[config.mk]
export PLATFORM = sky130hd
export DESIGN_NAME = armCore
export DESIGN_NICKNAME = d
export VERILOG_FILES = /design/src/armIsaPkg.sv /design/src/armPipePkg.sv /design/src/armDecoder.sv /design/src/armRegFile.sv /design/src/armExecute.sv /design/src/armHazard.sv /design/src/armCore.sv
export SDC_FILE = /design/constraint.sdc
export NUM_CORES = 2
export LEC_CHECK = 0
export ABC_AREA = 1
export BUFFER_PORTS_ARGS = -buffer_cell sky130_fd_sc_hd__buf_2
export CORE_ASPECT_RATIO = 1.2
export CORE_UTILIZATION = 40
export DETAILED_ROUTE_END_ITERATION = 7
export REMOVE_ABC_BUFFERS = 1
export SLEW_MARGIN = 20
export SYNTH_ARGS = -nofsm -noshare
export SYNTH_HDL_FRONTEND = slang
export SYNTH_HIERARCHICAL = 1
export SYNTH_SLANG_ARGS = --single-unit
[constraint.sdc]
create_clock -name CLK -period 7.75 [get_ports CLK]
set_input_delay 1.55 -clock CLK [delete_from_list [all_inputs] [get_ports CLK]]
set_output_delay 1.55 -clock CLK [all_outputs]
set_load 0.02 [all_outputs]
[src/armIsaPkg.sv]
`default_nettype none

package armIsaPkg;

    // register index, r15 is the program counter
    typedef logic [3:0] regIdxT;

    // condition field, instr[31:28]
    typedef enum logic [3:0] {
        EQ = 4'b0000,
        NE = 4'b0001,
        CS = 4'b0010,
        CC = 4'b0011,
        MI = 4'b0100,
        PL = 4'b0101,
        VS = 4'b0110,
        VC = 4'b0111,
        HI = 4'b1000,
        LS = 4'b1001,
        GE = 4'b1010,
        LT = 4'b1011,
        GT = 4'b1100,
        LE = 4'b1101,
        AL = 4'b1110
    } condT;

    // data-processing cmd field, instr[24:21]
    typedef enum logic [3:0] {
        dpAnd = 4'b0000,
        dpSub = 4'b0010,
        dpAdd = 4'b0100,
        dpCmp = 4'b1010,
        dpOrr = 4'b1100
    } dpOpT;

    // op field, instr[27:26]
    typedef enum logic [1:0] {
        classDp     = 2'b00,
        classMem    = 2'b01,
        classBranch = 2'b10
    } instrClassT;

    localparam regIdxT pcRegIdx = 4'd15;

endpackage

`default_nettype wire

[src/armPipePkg.sv]
`default_nettype none

package armPipePkg;

    typedef logic [31:0] wordT;

    typedef enum logic [1:0] {
        aluAdd = 2'b00,
        aluSub = 2'b01,
        aluAnd = 2'b10,
        aluOr  = 2'b11
    } aluCtrlT;

    // execute operand source
    typedef enum logic [1:0] {
        fwdReg = 2'b00,
        fwdWb  = 2'b01,
        fwdMem = 2'b10
    } fwdSelT;

    // N Z C V, msb first
    typedef logic [3:0] flagsT;

    localparam wordT resetPc = 32'h0000_0000;
    localparam wordT pcStep = 32'd4;

endpackage

`default_nettype wire

[src/armDecoder.sv]
`timescale 1ns/1ps
`default_nettype none

module armDecoder (
    input  wire armPipePkg::wordT    instr,
    output armIsaPkg::condT          cond,
    output armPipePkg::aluCtrlT      aluCtrl,
    output logic                     regWrite,
    output logic                     memWrite,
    output logic                     memToReg,
    output logic                     aluSrcImm,
    output logic                     isBranch,
    output logic                     flagWrite,
    output logic                     noWrite,
    output armIsaPkg::regIdxT        ra1,
    output armIsaPkg::regIdxT        ra2,
    output armIsaPkg::regIdxT        wa3,
    output armPipePkg::wordT         extImm
);

    armIsaPkg::instrClassT instrClass;
    armIsaPkg::dpOpT dpOp;
    logic isLoad;

    assign cond = armIsaPkg::condT'(instr[31:28]);
    assign instrClass = armIsaPkg::instrClassT'(instr[27:26]);
    assign dpOp = armIsaPkg::dpOpT'(instr[24:21]);
    // L bit for memory, S bit for data processing
    assign isLoad = instr[20];

    always_comb begin
        aluCtrl = armPipePkg::aluAdd;
        regWrite = 1'b0;
        memWrite = 1'b0;
        memToReg = 1'b0;
        aluSrcImm = 1'b0;
        isBranch = 1'b0;
        flagWrite = 1'b0;
        noWrite = 1'b0;
        ra1 = instr[19:16];
        ra2 = instr[3:0];
        wa3 = instr[15:12];
        extImm = {24'b0, instr[7:0]};
        case (instrClass)
            armIsaPkg::classDp: begin
                aluSrcImm = instr[25];
                flagWrite = instr[20];
                regWrite = 1'b1;
                case (dpOp)
                    armIsaPkg::dpAnd: aluCtrl = armPipePkg::aluAnd;
                    armIsaPkg::dpSub: aluCtrl = armPipePkg::aluSub;
                    armIsaPkg::dpAdd: aluCtrl = armPipePkg::aluAdd;
                    armIsaPkg::dpOrr: aluCtrl = armPipePkg::aluOr;
                    armIsaPkg::dpCmp: begin
                        aluCtrl = armPipePkg::aluSub;
                        noWrite = 1'b1;
                        flagWrite = 1'b1;
                    end
                    default: begin
                        regWrite = 1'b0;
                        flagWrite = 1'b0;
                    end
                endcase
            end
            armIsaPkg::classMem: begin
                aluSrcImm = 1'b1;
                extImm = {20'b0, instr[11:0]};
                // U bit picks offset direction
                aluCtrl = instr[23] ? armPipePkg::aluAdd : armPipePkg::aluSub;
                regWrite = isLoad;
                memToReg = isLoad;
                memWrite = ~isLoad;
                // store data comes from Rd
                ra2 = instr[15:12];
            end
            armIsaPkg::classBranch: begin
                aluSrcImm = 1'b1;
                isBranch = 1'b1;
                ra1 = armIsaPkg::pcRegIdx;
                extImm = {{6{instr[23]}}, instr[23:0], 2'b00};
            end
            default: begin
                regWrite = 1'b0;
            end
        endcase
    end

endmodule

`default_nettype wire

[src/armRegFile.sv]
`timescale 1ns/1ps
`default_nettype none

module armRegFile (
    input  wire                      CLK,
    input  wire                      we,
    input  wire armIsaPkg::regIdxT   wa,
    input  wire armPipePkg::wordT    wd,
    input  wire armIsaPkg::regIdxT   ra1,
    input  wire armIsaPkg::regIdxT   ra2,
    input  wire armPipePkg::wordT    pcPlus8,
    output armPipePkg::wordT         rd1,
    output armPipePkg::wordT         rd2
);

    // r0 to r14, r15 lives in the fetch stage
    armPipePkg::wordT regs [0:14];

    // falling edge write so decode sees the value in the same cycle
    always_ff @(negedge CLK) begin
        if (we && wa != armIsaPkg::pcRegIdx) begin
            regs[wa] <= wd;
        end
    end

    assign rd1 = (ra1 == armIsaPkg::pcRegIdx) ? pcPlus8 : regs[ra1];
    assign rd2 = (ra2 == armIsaPkg::pcRegIdx) ? pcPlus8 : regs[ra2];

endmodule

`default_nettype wire

[src/armExecute.sv]
`timescale 1ns/1ps
`default_nettype none

module armExecute (
    input  wire                        CLK,
    input  wire                        Reset,
    input  wire                        hold,
    input  wire armPipePkg::wordT      srcA,
    input  wire armPipePkg::wordT      srcB,
    input  wire armPipePkg::aluCtrlT   aluCtrl,
    input  wire armIsaPkg::condT       cond,
    input  wire                        regWriteIn,
    input  wire                        memWriteIn,
    input  wire                        isBranchIn,
    input  wire                        flagWriteIn,
    input  wire                        noWriteIn,
    output armPipePkg::wordT           aluResult,
    output logic                       regWrite,
    output logic                       memWrite,
    output logic                       branchTaken
);

    armPipePkg::flagsT flags;
    armPipePkg::flagsT aluFlags;
    logic [32:0] sum;
    logic isSub;
    logic isArith;
    logic condPass;
    logic n, z, c, v;

    assign isSub = (aluCtrl == armPipePkg::aluSub);
    assign isArith = isSub || (aluCtrl == armPipePkg::aluAdd);
    // subtract as a + ~b + 1, carry out is not-borrow
    assign sum = {1'b0, srcA} + {1'b0, isSub ? ~srcB : srcB} + {32'b0, isSub};

    always_comb begin
        case (aluCtrl)
            armPipePkg::aluAnd: aluResult = srcA & srcB;
            armPipePkg::aluOr:  aluResult = srcA | srcB;
            default:            aluResult = sum[31:0];
        endcase
    end

    assign aluFlags[3] = aluResult[31];
    assign aluFlags[2] = (aluResult == '0);
    // logical ops leave C and V alone
    assign aluFlags[1] = isArith ? sum[32] : flags[1];
    assign aluFlags[0] = isArith ? (~(srcA[31] ^ srcB[31] ^ isSub) & (srcA[31] ^ sum[31]))
                                 : flags[0];

    assign {n, z, c, v} = flags;

    always_comb begin
        case (cond)
            armIsaPkg::EQ: condPass = z;
            armIsaPkg::NE: condPass = ~z;
            armIsaPkg::CS: condPass = c;
            armIsaPkg::CC: condPass = ~c;
            armIsaPkg::MI: condPass = n;
            armIsaPkg::PL: condPass = ~n;
            armIsaPkg::VS: condPass = v;
            armIsaPkg::VC: condPass = ~v;
            armIsaPkg::HI: condPass = c & ~z;
            armIsaPkg::LS: condPass = ~c | z;
            armIsaPkg::GE: condPass = (n == v);
            armIsaPkg::LT: condPass = (n != v);
            armIsaPkg::GT: condPass = ~z & (n == v);
            armIsaPkg::LE: condPass = z | (n != v);
            armIsaPkg::AL: condPass = 1'b1;
            default:       condPass = 1'b0;
        endcase
    end

    // no update while held, the instruction stays in execute
    always_ff @(posedge CLK or posedge Reset) begin
        if (Reset) begin
            flags <= '0;
        end else if (flagWriteIn && condPass && !hold) begin
            flags <= aluFlags;
        end
    end

    assign regWrite = regWriteIn & condPass & ~noWriteIn;
    assign memWrite = memWriteIn & condPass;
    assign branchTaken = isBranchIn & condPass;

endmodule

`default_nettype wire

[src/armHazard.sv]
`timescale 1ns/1ps
`default_nettype none

module armHazard (
    input  wire armIsaPkg::regIdxT   ra1E,
    input  wire armIsaPkg::regIdxT   ra2E,
    input  wire armIsaPkg::regIdxT   wa3M,
    input  wire armIsaPkg::regIdxT   wa3W,
    input  wire armIsaPkg::regIdxT   ra1D,
    input  wire armIsaPkg::regIdxT   ra2D,
    input  wire armIsaPkg::regIdxT   wa3E,
    input  wire                      regWriteM,
    input  wire                      regWriteW,
    input  wire                      memToRegE,
    input  wire                      cpuValidM,
    input  wire                      cacheReady,
    input  wire                      branchTaken,
    output armPipePkg::fwdSelT       fwdA,
    output armPipePkg::fwdSelT       fwdB,
    output logic                     stallF,
    output logic                     stallD,
    output logic                     stallM,
    output logic                     flushD,
    output logic                     flushE
);

    logic ldStall;
    logic memStall;

    // memory stage wins over writeback, r15 always from the register file
    function automatic armPipePkg::fwdSelT pickSrc(
        armIsaPkg::regIdxT ra, armIsaPkg::regIdxT waM, armIsaPkg::regIdxT waW,
        logic weM, logic weW
    );
        if (ra == armIsaPkg::pcRegIdx) begin
            pickSrc = armPipePkg::fwdReg;
        end else if (weM && waM == ra) begin
            pickSrc = armPipePkg::fwdMem;
        end else if (weW && waW == ra) begin
            pickSrc = armPipePkg::fwdWb;
        end else begin
            pickSrc = armPipePkg::fwdReg;
        end
    endfunction

    assign fwdA = pickSrc(ra1E, wa3M, wa3W, regWriteM, regWriteW);
    assign fwdB = pickSrc(ra2E, wa3M, wa3W, regWriteM, regWriteW);

    assign ldStall = memToRegE && (wa3E == ra1D || wa3E == ra2D);
    assign memStall = cpuValidM && !cacheReady;

    assign stallM = memStall;
    assign stallF = memStall | ldStall;
    assign stallD = memStall | ldStall;
    assign flushD = ~memStall & branchTaken;
    assign flushE = ~memStall & (ldStall | branchTaken);

endmodule

`default_nettype wire

[src/armCore.sv]
`timescale 1ns/1ps
`default_nettype none

module armCore (
    input  wire                      CLK,
    input  wire                      Reset,
    input  wire armPipePkg::wordT    instr,
    input  wire armPipePkg::wordT    readData,
    input  wire                      cacheReady,
    output armPipePkg::wordT         pc,
    output armPipePkg::wordT         aluResult,
    output armPipePkg::wordT         writeData,
    output logic                     cpuValid,
    output logic                     cpuOp
);

    // decode stage
    armPipePkg::wordT instrD;
    logic validD;
    armIsaPkg::condT condD;
    armPipePkg::aluCtrlT aluCtrlD;
    logic regWriteD, memWriteD, memToRegD, aluSrcImmD, isBranchD, flagWriteD, noWriteD;
    armIsaPkg::regIdxT ra1D, ra2D, wa3D;
    armPipePkg::wordT extImmD, rd1D, rd2D;

    // execute stage
    armIsaPkg::condT condE;
    armPipePkg::aluCtrlT aluCtrlE;
    logic regWriteE, memWriteE, memToRegE, aluSrcImmE, isBranchE, flagWriteE, noWriteE;
    armIsaPkg::regIdxT ra1E, ra2E, wa3E;
    armPipePkg::wordT extImmE, rd1E, rd2E;
    armPipePkg::wordT srcAE, writeDataE, srcBE, aluResultE;
    logic regWriteQE, memWriteQE, branchTaken;

    // memory and writeback stages
    logic regWriteM, memWriteM, memToRegM;
    armIsaPkg::regIdxT wa3M, wa3W;
    armPipePkg::wordT aluResultM, writeDataM, aluResultW, readDataW, resultW;
    logic regWriteW, memToRegW;

    armPipePkg::fwdSelT fwdA, fwdB;
    logic stallF, stallD, stallM, flushD, flushE;

    function automatic armPipePkg::wordT fwdMux(
        armPipePkg::fwdSelT sel, armPipePkg::wordT regVal,
        armPipePkg::wordT memVal, armPipePkg::wordT wbVal
    );
        case (sel)
            armPipePkg::fwdMem: fwdMux = memVal;
            armPipePkg::fwdWb:  fwdMux = wbVal;
            default:            fwdMux = regVal;
        endcase
    endfunction

    always_ff @(posedge CLK or posedge Reset) begin
        if (Reset) begin
            pc <= armPipePkg::resetPc;
        end else if (!stallF) begin
            pc <= branchTaken ? aluResultE : pc + armPipePkg::pcStep;
        end
    end

    // fetch to decode
    always_ff @(posedge CLK or posedge Reset) begin
        if (Reset) begin
            validD <= 1'b0;
        end else if (!stallD) begin
            validD <= ~flushD;
            instrD <= instr;
        end
    end

    armDecoder decoder (
        .instr(instrD), .cond(condD), .aluCtrl(aluCtrlD),
        .regWrite(regWriteD), .memWrite(memWriteD), .memToReg(memToRegD),
        .aluSrcImm(aluSrcImmD), .isBranch(isBranchD), .flagWrite(flagWriteD),
        .noWrite(noWriteD), .ra1(ra1D), .ra2(ra2D), .wa3(wa3D), .extImm(extImmD)
    );

    // decode instruction sits one word behind fetch, so its pc+8 is pc+4
    armRegFile regFile (
        .CLK(CLK), .we(regWriteW), .wa(wa3W), .wd(resultW),
        .ra1(ra1D), .ra2(ra2D), .pcPlus8(pc + armPipePkg::pcStep),
        .rd1(rd1D), .rd2(rd2D)
    );

    // decode to execute
    always_ff @(posedge CLK or posedge Reset) begin
        if (Reset) begin
            regWriteE <= 1'b0;
            memWriteE <= 1'b0;
            memToRegE <= 1'b0;
            isBranchE <= 1'b0;
            flagWriteE <= 1'b0;
        end else if (stallM) begin
            // held instruction keeps forwarded operands, writeback turns into a bubble
            rd1E <= srcAE;
            rd2E <= writeDataE;
        end else if (flushE || !validD) begin
            regWriteE <= 1'b0;
            memWriteE <= 1'b0;
            memToRegE <= 1'b0;
            isBranchE <= 1'b0;
            flagWriteE <= 1'b0;
        end else begin
            regWriteE <= regWriteD;
            memWriteE <= memWriteD;
            memToRegE <= memToRegD;
            isBranchE <= isBranchD;
            flagWriteE <= flagWriteD;
            condE <= condD;
            aluCtrlE <= aluCtrlD;
            aluSrcImmE <= aluSrcImmD;
            noWriteE <= noWriteD;
            ra1E <= ra1D;
            ra2E <= ra2D;
            wa3E <= wa3D;
            rd1E <= rd1D;
            rd2E <= rd2D;
            extImmE <= extImmD;
        end
    end

    assign srcAE = fwdMux(fwdA, rd1E, aluResultM, resultW);
    assign writeDataE = fwdMux(fwdB, rd2E, aluResultM, resultW);
    assign srcBE = aluSrcImmE ? extImmE : writeDataE;

    armExecute execute (
        .CLK(CLK), .Reset(Reset), .hold(stallM),
        .srcA(srcAE), .srcB(srcBE), .aluCtrl(aluCtrlE), .cond(condE),
        .regWriteIn(regWriteE), .memWriteIn(memWriteE), .isBranchIn(isBranchE),
        .flagWriteIn(flagWriteE), .noWriteIn(noWriteE),
        .aluResult(aluResultE), .regWrite(regWriteQE), .memWrite(memWriteQE),
        .branchTaken(branchTaken)
    );

    // execute to memory, a load only goes on when its condition passed
    always_ff @(posedge CLK or posedge Reset) begin
        if (Reset) begin
            regWriteM <= 1'b0;
            memWriteM <= 1'b0;
            memToRegM <= 1'b0;
        end else if (!stallM) begin
            regWriteM <= regWriteQE;
            memWriteM <= memWriteQE;
            memToRegM <= memToRegE & regWriteQE;
            aluResultM <= aluResultE;
            writeDataM <= writeDataE;
            wa3M <= wa3E;
        end
    end

    assign cpuValid = memWriteM | memToRegM;
    assign cpuOp = ~memWriteM;
    assign aluResult = aluResultM;
    assign writeData = writeDataM;

    // memory to writeback
    always_ff @(posedge CLK or posedge Reset) begin
        if (Reset) begin
            regWriteW <= 1'b0;
            memToRegW <= 1'b0;
        end else if (stallM) begin
            regWriteW <= 1'b0;
            memToRegW <= 1'b0;
        end else begin
            regWriteW <= regWriteM;
            memToRegW <= memToRegM;
            aluResultW <= aluResultM;
            readDataW <= readData;
            wa3W <= wa3M;
        end
    end

    assign resultW = memToRegW ? readDataW : aluResultW;

    armHazard hazard (
        .ra1E(ra1E), .ra2E(ra2E), .wa3M(wa3M), .wa3W(wa3W),
        .ra1D(ra1D), .ra2D(ra2D), .wa3E(wa3E),
        .regWriteM(regWriteM), .regWriteW(regWriteW), .memToRegE(memToRegE),
        .cpuValidM(cpuValid), .cacheReady(cacheReady), .branchTaken(branchTaken),
        .fwdA(fwdA), .fwdB(fwdB), .stallF(stallF), .stallD(stallD),
        .stallM(stallM), .flushD(flushD), .flushE(flushE)
    );

endmodule

`default_nettype wire

==> results.txt <==
wire per inst -> 21.5 um
Hold Vio Cnt, Final -> 0
Ports -> 165
initial antenna violation count -> 3
Vias -> 40473
power density over the cells -> 348 nW/um^2
R2R setup slack -> 1.50 ns
Clock Path Buffers -> 3
post-CTS sizing -> 0
post-DR vias/cell -> 5.39
Fin Hold WS -> 0.420 ns
ys async rst share -> 5.80%
# nets final -> 6046
Setup Buffers After CTS -> 0
RR Endpoint -> regFile/regs[8][27]
GPL Wtd Cong -> 0.948
synthesized flop and latch total -> 811
Worst Path Max Fanout -> 22
Sink Count -> 811
Die Height -> 369 um
CP arrival -> 2.76 ns
WS Path Type -> reg2reg
placed cell area -> 46900 um^2
Syn Area/Cell -> 8.27 um^2
Post-DP HPWL -> 103 mm
first-pass GRT wire length -> 237 mm
setup_tns -> 0 ns
Max VDD drop -> 223 uV
most common cell after layout, fill and taps aside -> nand2_1
Area growth syn-to-layout -> 15.5%
status -> complete, but fails checks
final clock skew -> 0.0363 ns
drt first pass iters -> 8
Skew-Pair Late Insertion Delay -> 0.72 ns
overall routing resource usage -> 28.1%
relative slew slack -> 20.0%
Syn Std Cell Area -> 44900 um^2
hold path cells -> 0
sequential area share after synthesis -> 53.7%
Die X -> 308 um
worst slack, placed -> 1.51 ns
clock-pin slew on the worst setup and hold paths -> 0.06 ns
Tightest Hold Check Type -> reg2reg
leakage power -> 24.1 nW
clock root cell -> clkbuf_16
Die Footprint -> 114000 um^2
Critical Path RT -> 4.26 ns
max-capacitance violation count -> 0
CTS Buf Count -> 89
vias in the first global route -> 38284
H-tree Lvls -> 3
post-route DRC violation count -> 1
multi-input combinational cell area -> 17300 um^2
TritonCTS clock tree -> yes
RSZ-0062 raised after global routing -> no
failing checks -> DRC
max-slew violation count -> 0
core area -> 111000 um^2
Tightest Pin Transition -> 1.20 ns
Synthesis Warnings -> 6
Setup crit start kind -> flip-flop
Core Rows -> 134
Storage cell area -> 24100 um^2
PnR worst setup slack -> 1.50 ns
grt ovf -> 0
post-synth cell types -> 50
Port Buffers -> 164
EDFF count, synth -> 764
commonest cells after routing, fill and taps aside -> nand2_1, inv_1, edfxtp_1
dominant synthesized flop cell -> edfxtp_1
share of layout cells above drive strength 1 -> 8.92%
hold_sp -> instrD[31]
r2r startpoint -> wa3W[0]
setup-violating endpoint count in the final report -> 0
Cells after Synth -> 5424
Iter 0 DRT Violations -> 5028
fillers -> 10697
final core occ -> 46.6%
CP Capture Type -> flip-flop
hold_buf cts -> 0
reg2reg path depth -> 3
final wirelength -> 162 mm
Final ANT Viol Nets -> 0
Finished Cell Area -> 51800 um^2
Initial Util -> 40.4%
largest net degree at the start of global routing -> 135
Hold Crit Endpoint -> condE[3]
-- state kept, by name, summed over array words and instances (netlist names), 2 cells and up --
| signal | flops |
|---|---|
| rd2E | 32 |
| readDataW | 32 |
| writeData | 32 |
| regFile/regs | 480 |
| ra1E | 4 |
| wa3E | 4 |
| execute/flags | 4 |
| wa3W | 4 |
| condE | 4 |
| rd1E | 32 |
| aluCtrlE | 2 |
| aluResultW | 32 |
| wa3M | 4 |
| pc | 32 |
| extImmE | 32 |
| ra2E | 4 |
| instrD | 32 |
| aluResult | 32 |
-- how the worst max path moves through the flow --
stage	end	cells after the start	slack (ns)	start
final	regFile/regs[8][27]	3	1.50	wa3W[0]
after global placement	regFile/regs[0][28]	3	1.56	wa3W[0]
after CTS	regFile/regs[0][21]	3	1.50	wa3W[0]
after global routing	execute/flags[2]	29	1.44	wa3W[3]
after floorplan	rd2E[12]	9	-17.35	instrD[26]
after detailed placement	regFile/regs[0][18]	3	1.51	wa3W[0]
-- cells by family after synthesis --
family          count (synthesis)  share of synthesized area [%]
compound gates                605                           7.76
xor+xnor                       55                           1.17
fa+ha+maj                      48                           1.35
buf+inv                       904                           8.26
flops                         811                           53.7
mux                             2                         0.0502
simple gates                 2999                           27.7
-- where the power goes --
part           leakage [nW]  total [mW]  switching, mW  internal, mW
logic                  12.3        6.18           4.50          1.68
registers              7.69        6.39          0.610          5.78
clock network          4.07        5.49           2.57          2.92
total                  24.1        18.1           7.67          10.4
-- worst max-delay path: stages, from the launching register on --
cell	delay (ns)
edfxtp_1	0.49
or2_2	0.45
nor2_4	0.75
buf_4	0.35
-- synthesized netlist by cell type (40+ instances only) --
library cell / count / share of area [%]
o21ai_0: 200 / 2.2
buf_2: 128 / 1.4
edfxtp_1: 764 / 51
buf_1: 40 / 0.33
o211ai_1: 59 / 0.99
ha_1: 47 / 1.3
inv_1: 582 / 4.9
nand2_1: 1922 / 16
nor2_1: 360 / 3.0
a21oi_1: 177 / 2.0
o21ai_1: 53 / 0.59
clkbuf_1: 92 / 0.77
dfrtp_1: 47 / 2.6
nand3_1: 602 / 6.7
-- layout make-up --
cell class	count	area share, %
antenna	3	0.0145
timing repair buffer	232	2.64
sequential	811	46.5
tap	1496	3.61
clock buffer	109	4.77
clock inverter	537	4.68
multi-input combinational	3709	33.3
inverter	608	4.43
-- per-stage QoR --
| step | cells | total power, mW |
|---|---|---|
| CTS | 7502 | 18.0 |
| floorplan | 5129 | 10.6 |
| finish | 7505 | 18.1 |
| global route | 7502 | 19.1 |
| detailed placement | 6857 | 12.8 |
| global placement | 6857 | 12.8 |
-- per-layer routing --
layer / vias up / global-route usage [%] / share of wire [%]
li1: 18781 / - / -
met1: 19129 / 35.9 / 39
met2: 2180 / 44.6 / 46
met3: 383 / 6.21 / 10
met4: 0 / 14.3 / 4.7
met5: - / 0 / 0
No activity file was read; power rests on OpenSTA's default activity.
